===== src/hdl/gamepad_pkg.sv =====
package gamepad_pkg;

    // nes poller states
    typedef enum logic [1:0] {
        ST_LATCH = 2'd0, // latch held high
        ST_FIRST = 2'd1, // clock low, bit A read on entry
        ST_PULSE = 2'd2  // one clock pulse per remaining button
    } poll_state_t;

    localparam int NES_BITS  = 8;  // classic pad buttons
    localparam int SNES_BITS = 12; // bits per pmod frame

    // pressed vector, 1 = pressed
    // A, B, select, start, up, down, left, right from bit 0 up
    typedef logic [NES_BITS-1:0] nes_buttons_t;

    // pmod frame as shifted in, 1 = pressed, all ones = no pad
    typedef logic [SNES_BITS-1:0] snes_frame_t;

    // frame bit positions, B arrives first and ends up on top
    localparam int SNES_IDX_B      = 11;
    localparam int SNES_IDX_Y      = 10;
    localparam int SNES_IDX_SELECT = 9;
    localparam int SNES_IDX_START  = 8;
    localparam int SNES_IDX_UP     = 7;
    localparam int SNES_IDX_DOWN   = 6;
    localparam int SNES_IDX_LEFT   = 5;
    localparam int SNES_IDX_RIGHT  = 4;
    localparam int SNES_IDX_A      = 3;
    localparam int SNES_IDX_X      = 2;
    localparam int SNES_IDX_L      = 1;
    localparam int SNES_IDX_R      = 0;

    // snes only buttons: X, Y, L, R from bit 0 up
    typedef logic [3:0] extra_buttons_t;

    // more pressed buttons than this is treated as a corrupt frame
    localparam int GHOST_LIMIT = 2;

endpackage

===== src/hdl/gamepad_top.sv =====
`timescale 1ns/10ps

// nes poller and pmod receiver feeding the merge stage
module gamepad_top #(
    parameter int LATCH_CYCLES = 300, // 12 us at 25 MHz
    parameter int HALF_CYCLES  = 150  // 6 us at 25 MHz
) (
    input  logic                        clk,
    input  logic                        rst_n,

    // nes pad, we drive latch and clock
    input  logic                        nes_data,
    output logic                        nes_latch,
    output logic                        nes_clk,

    // pmod adapter drives everything
    input  logic                        pmod_data,
    input  logic                        pmod_clk,
    input  logic                        pmod_latch,

    output gamepad_pkg::nes_buttons_t   buttons,
    output gamepad_pkg::extra_buttons_t extra_buttons,
    output logic                        snes_active   // 1 = snes is the source
);
    import gamepad_pkg::*;

    nes_buttons_t nes_buttons;
    snes_frame_t  snes_frame;

    nes_poller #(
        .LATCH_CYCLES (LATCH_CYCLES),
        .HALF_CYCLES  (HALF_CYCLES)
    ) u_nes_poller (
        .clk         (clk),
        .rst_n       (rst_n),
        .nes_data    (nes_data),
        .nes_latch   (nes_latch),
        .nes_clk     (nes_clk),
        .nes_buttons (nes_buttons)
    );

    pmod_receiver u_pmod_receiver (
        .clk        (clk),
        .rst_n      (rst_n),
        .pmod_data  (pmod_data),
        .pmod_clk   (pmod_clk),
        .pmod_latch (pmod_latch),
        .snes_frame (snes_frame)
    );

    button_merge u_button_merge (
        .snes_frame    (snes_frame),
        .nes_buttons   (nes_buttons),
        .buttons       (buttons),
        .extra_buttons (extra_buttons),
        .snes_active   (snes_active)
    );

endmodule


===== src/hdl/button_merge.sv =====
`timescale 1ns/10ps

// picks snes when a pad is present, else nes
// corrupt snes frames read as nothing pressed
module button_merge (
    input  gamepad_pkg::snes_frame_t    snes_frame,
    input  gamepad_pkg::nes_buttons_t   nes_buttons,
    output gamepad_pkg::nes_buttons_t   buttons,
    output gamepad_pkg::extra_buttons_t extra_buttons,
    output logic                        snes_active
);
    import gamepad_pkg::*;

    localparam int CNT_W = $clog2(SNES_BITS + 1);
    localparam logic [CNT_W-1:0] LIMIT = CNT_W'(GHOST_LIMIT);

    logic             present;     // some bit low
    logic [CNT_W-1:0] press_count; // ones in frame
    logic             ghost;
    snes_frame_t      filtered;
    nes_buttons_t     snes_common; // frame remapped to nes order

    assign present = ~&snes_frame; // all ones = nothing plugged in

    always_comb begin
        press_count = '0;
        for (int i = 0; i < SNES_BITS; i++) begin
            press_count = press_count + CNT_W'(snes_frame[i]);
        end
    end

    assign ghost    = (press_count > LIMIT);
    assign filtered = (present && !ghost) ? snes_frame : '0;

    // common buttons in nes bit order
    assign snes_common = {
        filtered[SNES_IDX_RIGHT],
        filtered[SNES_IDX_LEFT],
        filtered[SNES_IDX_DOWN],
        filtered[SNES_IDX_UP],
        filtered[SNES_IDX_START],
        filtered[SNES_IDX_SELECT],
        filtered[SNES_IDX_B],
        filtered[SNES_IDX_A]
    };

    assign buttons     = present ? snes_common : nes_buttons;
    assign snes_active = present;

    // nes has no X/Y/L/R
    assign extra_buttons = present ? {filtered[SNES_IDX_R],
                                      filtered[SNES_IDX_L],
                                      filtered[SNES_IDX_Y],
                                      filtered[SNES_IDX_X]} : '0;

    // nes source never reports X/Y/L/R
    always_comb begin
        a_extra_idle: assert final (snes_active || (extra_buttons == '0))
            else $error("extra buttons set while nes is the source");
    end

endmodule


===== src/hdl/pmod_receiver.sv =====
`timescale 1ns/10ps

// serial receiver for the snes gamepad pmod
// adapter drives all three wires, we only sample
module pmod_receiver (
    input  logic                     clk,
    input  logic                     rst_n,
    input  logic                     pmod_data,
    input  logic                     pmod_clk,
    input  logic                     pmod_latch,
    output gamepad_pkg::snes_frame_t snes_frame
);
    import gamepad_pkg::*;

    logic [1:0]  data_sync;  // two flop synchronisers
    logic [1:0]  clk_sync;
    logic [1:0]  latch_sync;
    logic        clk_prev;   // last synchronised level
    logic        latch_prev;
    logic        clk_rise;
    logic        latch_rise;
    snes_frame_t shift_q;

    always_ff @(posedge clk) begin
        if (!rst_n) begin
            data_sync  <= '0;
            clk_sync   <= '0;
            latch_sync <= '0;
            clk_prev   <= 1'b0;
            latch_prev <= 1'b0;
        end else begin
            data_sync  <= {data_sync[0], pmod_data};
            clk_sync   <= {clk_sync[0], pmod_clk};
            latch_sync <= {latch_sync[0], pmod_latch};
            clk_prev   <= clk_sync[1];
            latch_prev <= latch_sync[1];
        end
    end

    assign clk_rise   = clk_sync[1] & ~clk_prev;
    assign latch_rise = latch_sync[1] & ~latch_prev;

    // shift in at bit 0, first bit sent ends up in bit 11
    always_ff @(posedge clk) begin
        if (!rst_n) begin
            shift_q    <= '1; // all ones reads as no pad
            snes_frame <= '1;
        end else begin
            if (clk_rise) begin
                shift_q <= {shift_q[SNES_BITS-2:0], data_sync[1]};
            end
            if (latch_rise) begin
                snes_frame <= shift_q; // frame complete
            end
        end
    end

    // merge stage sees a frame only after a full latch
    a_frame_on_latch: assert property (
        @(posedge clk) disable iff (!rst_n)
        $changed(snes_frame) |-> $past(latch_rise)
    ) else $error("snes_frame changed without a latch edge");

endmodule


===== src/hdl/nes_poller.sv =====
`timescale 1ns/10ps

// polls an 8 button nes pad
// latch pulse, then A read with clock low, then seven clock pulses
module nes_poller #(
    parameter int LATCH_CYCLES = 300, // 12 us at 25 MHz, also one pulse slot
    parameter int HALF_CYCLES  = 150  // 6 us at 25 MHz
) (
    input  logic                      clk,
    input  logic                      rst_n,
    input  logic                      nes_data,   // low = pressed
    output logic                      nes_latch,
    output logic                      nes_clk,
    output gamepad_pkg::nes_buttons_t nes_buttons // 1 = pressed
);
    import gamepad_pkg::*;

    localparam int CNT_W = $clog2(LATCH_CYCLES + 1);
    localparam int IDX_W = $clog2(NES_BITS);

    localparam logic [CNT_W-1:0] LATCH_END = CNT_W'(LATCH_CYCLES);
    localparam logic [CNT_W-1:0] HALF_END  = CNT_W'(HALF_CYCLES);
    localparam logic [IDX_W-1:0] LAST_IDX  = IDX_W'(NES_BITS - 1);

    poll_state_t      state;
    poll_state_t      state_nx;
    logic [CNT_W-1:0] count;    // cycles within current state or slot
    logic [CNT_W-1:0] count_nx;
    logic [IDX_W-1:0] idx;      // button being read
    logic [IDX_W-1:0] idx_nx;
    logic             sample;   // take nes_data this cycle

    always_comb begin
        state_nx = state;
        count_nx = count + 1'b1;
        idx_nx   = idx;
        sample   = 1'b0;

        case (state)
            ST_LATCH: begin
                if (count == LATCH_END) begin
                    state_nx = ST_FIRST;
                    count_nx = '0;
                end
            end

            ST_FIRST: begin
                sample = (count == '0); // pad shows A once latch drops
                if (count == HALF_END) begin
                    state_nx = ST_PULSE;
                    count_nx = '0;
                    idx_nx   = idx + 1'b1; // on to B
                end
            end

            ST_PULSE: begin
                // read at the end of the high phase
                sample = (count == HALF_END);
                if (count == LATCH_END) begin
                    count_nx = '0;
                    idx_nx   = idx + 1'b1; // right wraps back to A
                    if (idx == LAST_IDX) begin
                        state_nx = ST_LATCH;
                    end
                end
            end

            default: begin
                state_nx = ST_LATCH;
                count_nx = '0;
                idx_nx   = '0;
            end
        endcase
    end

    // outputs follow the state being entered, so the pins line up with state
    always_ff @(posedge clk) begin
        if (!rst_n) begin
            // park on the last cycle of the right slot
            // first poll then gets a full width latch
            state       <= ST_PULSE;
            count       <= LATCH_END;
            idx         <= LAST_IDX;
            nes_latch   <= 1'b0;
            nes_clk     <= 1'b0;
            nes_buttons <= '0; // all released
        end else begin
            state     <= state_nx;
            count     <= count_nx;
            idx       <= idx_nx;
            nes_latch <= (state_nx == ST_LATCH);
            nes_clk   <= (state_nx == ST_PULSE) && (count_nx <= HALF_END); // high phase

            if (sample) begin
                nes_buttons[idx] <= ~nes_data; // pad pulls low for pressed
            end
        end
    end

    // pad would see a clock edge while loading
    a_latch_clk_excl: assert property (
        @(posedge clk) disable iff (!rst_n)
        !(nes_latch && nes_clk)
    ) else $error("nes_latch and nes_clk high together");

    a_clk_idle: assert property (
        @(posedge clk) disable iff (!rst_n)
        (state inside {ST_LATCH, ST_FIRST}) |-> !nes_clk
    ) else $error("nes_clk high outside a pulse slot");

endmodule


===== config.mk =====
export PLATFORM = sky130hd
export DESIGN_NAME = gamepad_top
export DESIGN_NICKNAME = d
export VERILOG_FILES = /design/src/hdl/gamepad_pkg.sv /design/src/hdl/gamepad_top.sv /design/src/hdl/button_merge.sv /design/src/hdl/pmod_receiver.sv /design/src/hdl/nes_poller.sv
export SDC_FILE = /design/constraint.sdc
export NUM_CORES = 1
export LEC_CHECK = 0
export ABC_CLOCK_PERIOD_IN_PS = 4850
export BUFFER_PORTS_ARGS = -buffer_cell sky130_fd_sc_hd__buf_2
export CORE_MARGIN = 2
export CORE_UTILIZATION = 60
export CTS_CLUSTER_DIAMETER = 200
export CTS_CLUSTER_SIZE = 16
export DETAILED_ROUTE_END_ITERATION = 6
export GPL_ROUTABILITY_DRIVEN = 0
export PLACE_DENSITY = 0.87
export SLEW_MARGIN = 40
export SYNTH_ARGS = -nofsm -noshare
export SYNTH_HDL_FRONTEND = slang
export SYNTH_HIERARCHICAL = 1
export SYNTH_SLANG_ARGS = --single-unit
export TNS_END_PERCENT = 20

===== constraint.sdc =====
create_clock -name clk -period 4.85 [get_ports clk]
set_input_delay 0.2425 -clock clk [delete_from_list [all_inputs] [get_ports clk]]
set_output_delay 0.2425 -clock clk [all_outputs]
set_load 0.01 [all_outputs]

==> metrics <==
Nets 356; Slew Limit Fails 0; Inserted Clock Buffers 5; core box area 5110 um2; # H-tree levels 2; port bufs 20; Post-synth EDFFs 0; worst slew pin tran 765 ps; post-route ant nets 0; synth warn 6; Seq/Total Area, Yosys 35.4%; Achievable Freq 231 MHz; initial antenna violation count 0; Final Setup Violations 0; Placement Cell Area 3240 um2; setup_tns 0 ps; most frequent cell on the critical path fa_1; hold depth 2; critical path capture point type output pin; routed wire length per instance 14.2 um; VDD IR-drop max 0.210 mV; RSZ-0062 raised after global routing no; metal2 WL 2710 um; Die ar. 5880 um2; 1st-iter DRT viols 102; I/O pins 21; Syn-to-layout area delta 4.90%; Sink Count 56; DP HPWL 4190 um; CP peak stage delay 570 ps; PwrDens 351 nW/um2; maxcap violations 0; Critical Path RT 4610 ps; slowest CP cell fa_1; worst skew pair latency 300 ps; final hold violation count 0; area of the mapped netlist 3170 um2; commonest cells after routing, fill and taps aside dfxtp_1, inv_1, mux2i_1; DR pass1 iterations 4; setup bufs post-CTS 0; cells resized by post-CTS repair 0; vias in the first global route 2,212; # hold bufs at CTS 0; wire length on met3 163 um; Mapped Cells 317; via count 2,237; drt total wl 5650 um; Die Y 76.7 um; top_reg_cell synth dfxtp_1; chip width 76.7 um; gr usage total 20.7%; DRC 0; Post-Syn Nets 344; class of the worst hold path in2reg; post-layout min period 4330 ps; number of diodes 0; commonest non-fill, non-tap cell in the layout dfxtp_1; CP cell instances inv_1, fa_1, fa_1, fa_1, inv_1, fa_1, inv_1, fa_1, a211oi_2, o211ai_1, nor3b_1, buf_2; clk buf depth 2; Clock Skew 4.52 ps; first-pass GRT wire length 9810 um; status completed; Cell variety after synth 57; r2r worst-path depth 6; Worst Setup Path Type reg2out; leak pwr 1.33 nW; M1 wire length 2650 um; Rows 26; FFs w/ async S/R, synth 0%; Post-Syn Area per Cell 9.99 um2; largest net degree at the start of global routing 43; fin crit share 89.2%; via/cell ratio 5.61; Initial Util 62.0%; max layer used met4; Reg clk slew, reported paths 90 ps; Arr. time, crit path 4080 ps; Synth Register Bits 56; Worst slew margin 48.6%; finished layout cell area 3320 um2; CTS root buf clkbuf_8; total gr overflow 0; Setup crit start kind flop; crit-path max FO 9; share of cells above drive strength 1 17.3%; CTS tree yes
[sequential cells by signal, indices dropped and copies added, names as in the netlist, 2 cells and up]
register and count:
u_nes_poller/idx 3, u_pmod_receiver/clk_sync 2, u_pmod_receiver/snes_frame 12, u_pmod_receiver/data_sync 2, u_pmod_receiver/shift_q 12, u_nes_poller/count 9, u_pmod_receiver/latch_sync 2, u_nes_poller/state 2
u_nes_poller/nes_buttons 8
[cells in the mapped netlist (2+ instances only)]
master     number  area [um2]
inv_1          34         128
nor4_1          4        25.0
buf_2           2        10.0
fa_1            7         140
a311oi_1        3        26.3
clkinv_1        2        7.51
a211oi_1        3        22.5
nand2b_1        4        25.0
a31oi_1         6        37.5
and4_2          3        30.0
mux2i_1        32         320
o21ai_0         4        20.0
a21oi_1         6        30.0
nor2b_1        14        87.6
or2_2           2        12.5
clkbuf_1        5        18.8
nor3_1          3        15.0
nand4_1         6        37.5
o211ai_1        4        30.0
and2_1         12        75.1
o2111ai_1       9        78.8
dfxtp_1        56        1120
xor2_1          5        43.8
nor3b_1         7        52.6
nor3b_2         2        25.0
nor2b_4        12         165
nand3_1         3        15.0
nor2_1         10        37.5
ha_1           14         175
nand2_1        13        48.8
buf_6           4        45.0
[worst max-delay path: cells and delay by family (launching register included)]
kind                       cells  cell delay, ps
AOI/OAI and AO/OA              2             750
adders and majority gates      5            2080
buffers and inverters          4             390
DFF                            1             370
and+or+nand+nor                1             210
[kinds of logic after synthesis]
logic type / Yosys count / share of synthesized area [%]
buffers and inverters: 51 / 7.74
AND/OR/NAND/NOR: 105 / 23.5
AO/OA/AOI/OAI: 46 / 11.6
XOR/XNOR: 6 / 1.66
flip-flops: 56 / 35.4
adder cells (fa/ha/maj): 21 / 9.96
multiplexers: 32 / 10.1
[area by class of cell]
type / instances / area [um2]
sequential: 56 / 1120
clock inverter: 1 / 5.00
multi-input combinational: 210 / 1800
timing repair buffer: 20 / 100
clock buffer: 6 / 72.6
tap: 70 / 87.6
inverter: 36 / 135
fill: 394 / 1790
[where the power goes]
part	internal, mW	switching, mW	total (mW)
registers	0.505	0.0595	0.564
clock network	0.0985	0.137	0.236
logic	0.171	0.194	0.365
[routing by layer]
layer	vias up	track usage, %
li1	1127	-
met1	1065	25.1
met2	33	35.0
met3	12	4.35
met4	0	9.64
met5	-	0
[path summary, 6_finish.rpt]
kind | from | end | slack (ps)
hold / removal | pmod_data | u_pmod_receiver/data_sync[0] | 140
hold reg to reg | u_pmod_receiver/clk_sync[0] | u_pmod_receiver/clk_sync[1] | 440
setup / recovery | u_pmod_receiver/snes_frame[2] | extra_buttons[3] | 520
setup reg to reg | u_nes_poller/count[0] | u_nes_poller/idx[0] | 2640
[per-stage QoR]
step / power [mW] / hold slack (ps) / instances / setup slack, ps / utilization, %
finish: 1.17 / 141 / 399 / 524 / 65.0
global route: 1.24 / 133 / 399 / 235 / 65.0
CTS: 1.16 / 131 / 399 / 504 / 65.0
detailed placement: 0.930 / 420 / 392 / 847 / 63.5
global placement: 0.915 / 413 / 392 / 955 / 63.5
floorplan: 0.869 / 370 / 317 / 1090 / -
Power figures use the tool's default switching activity.
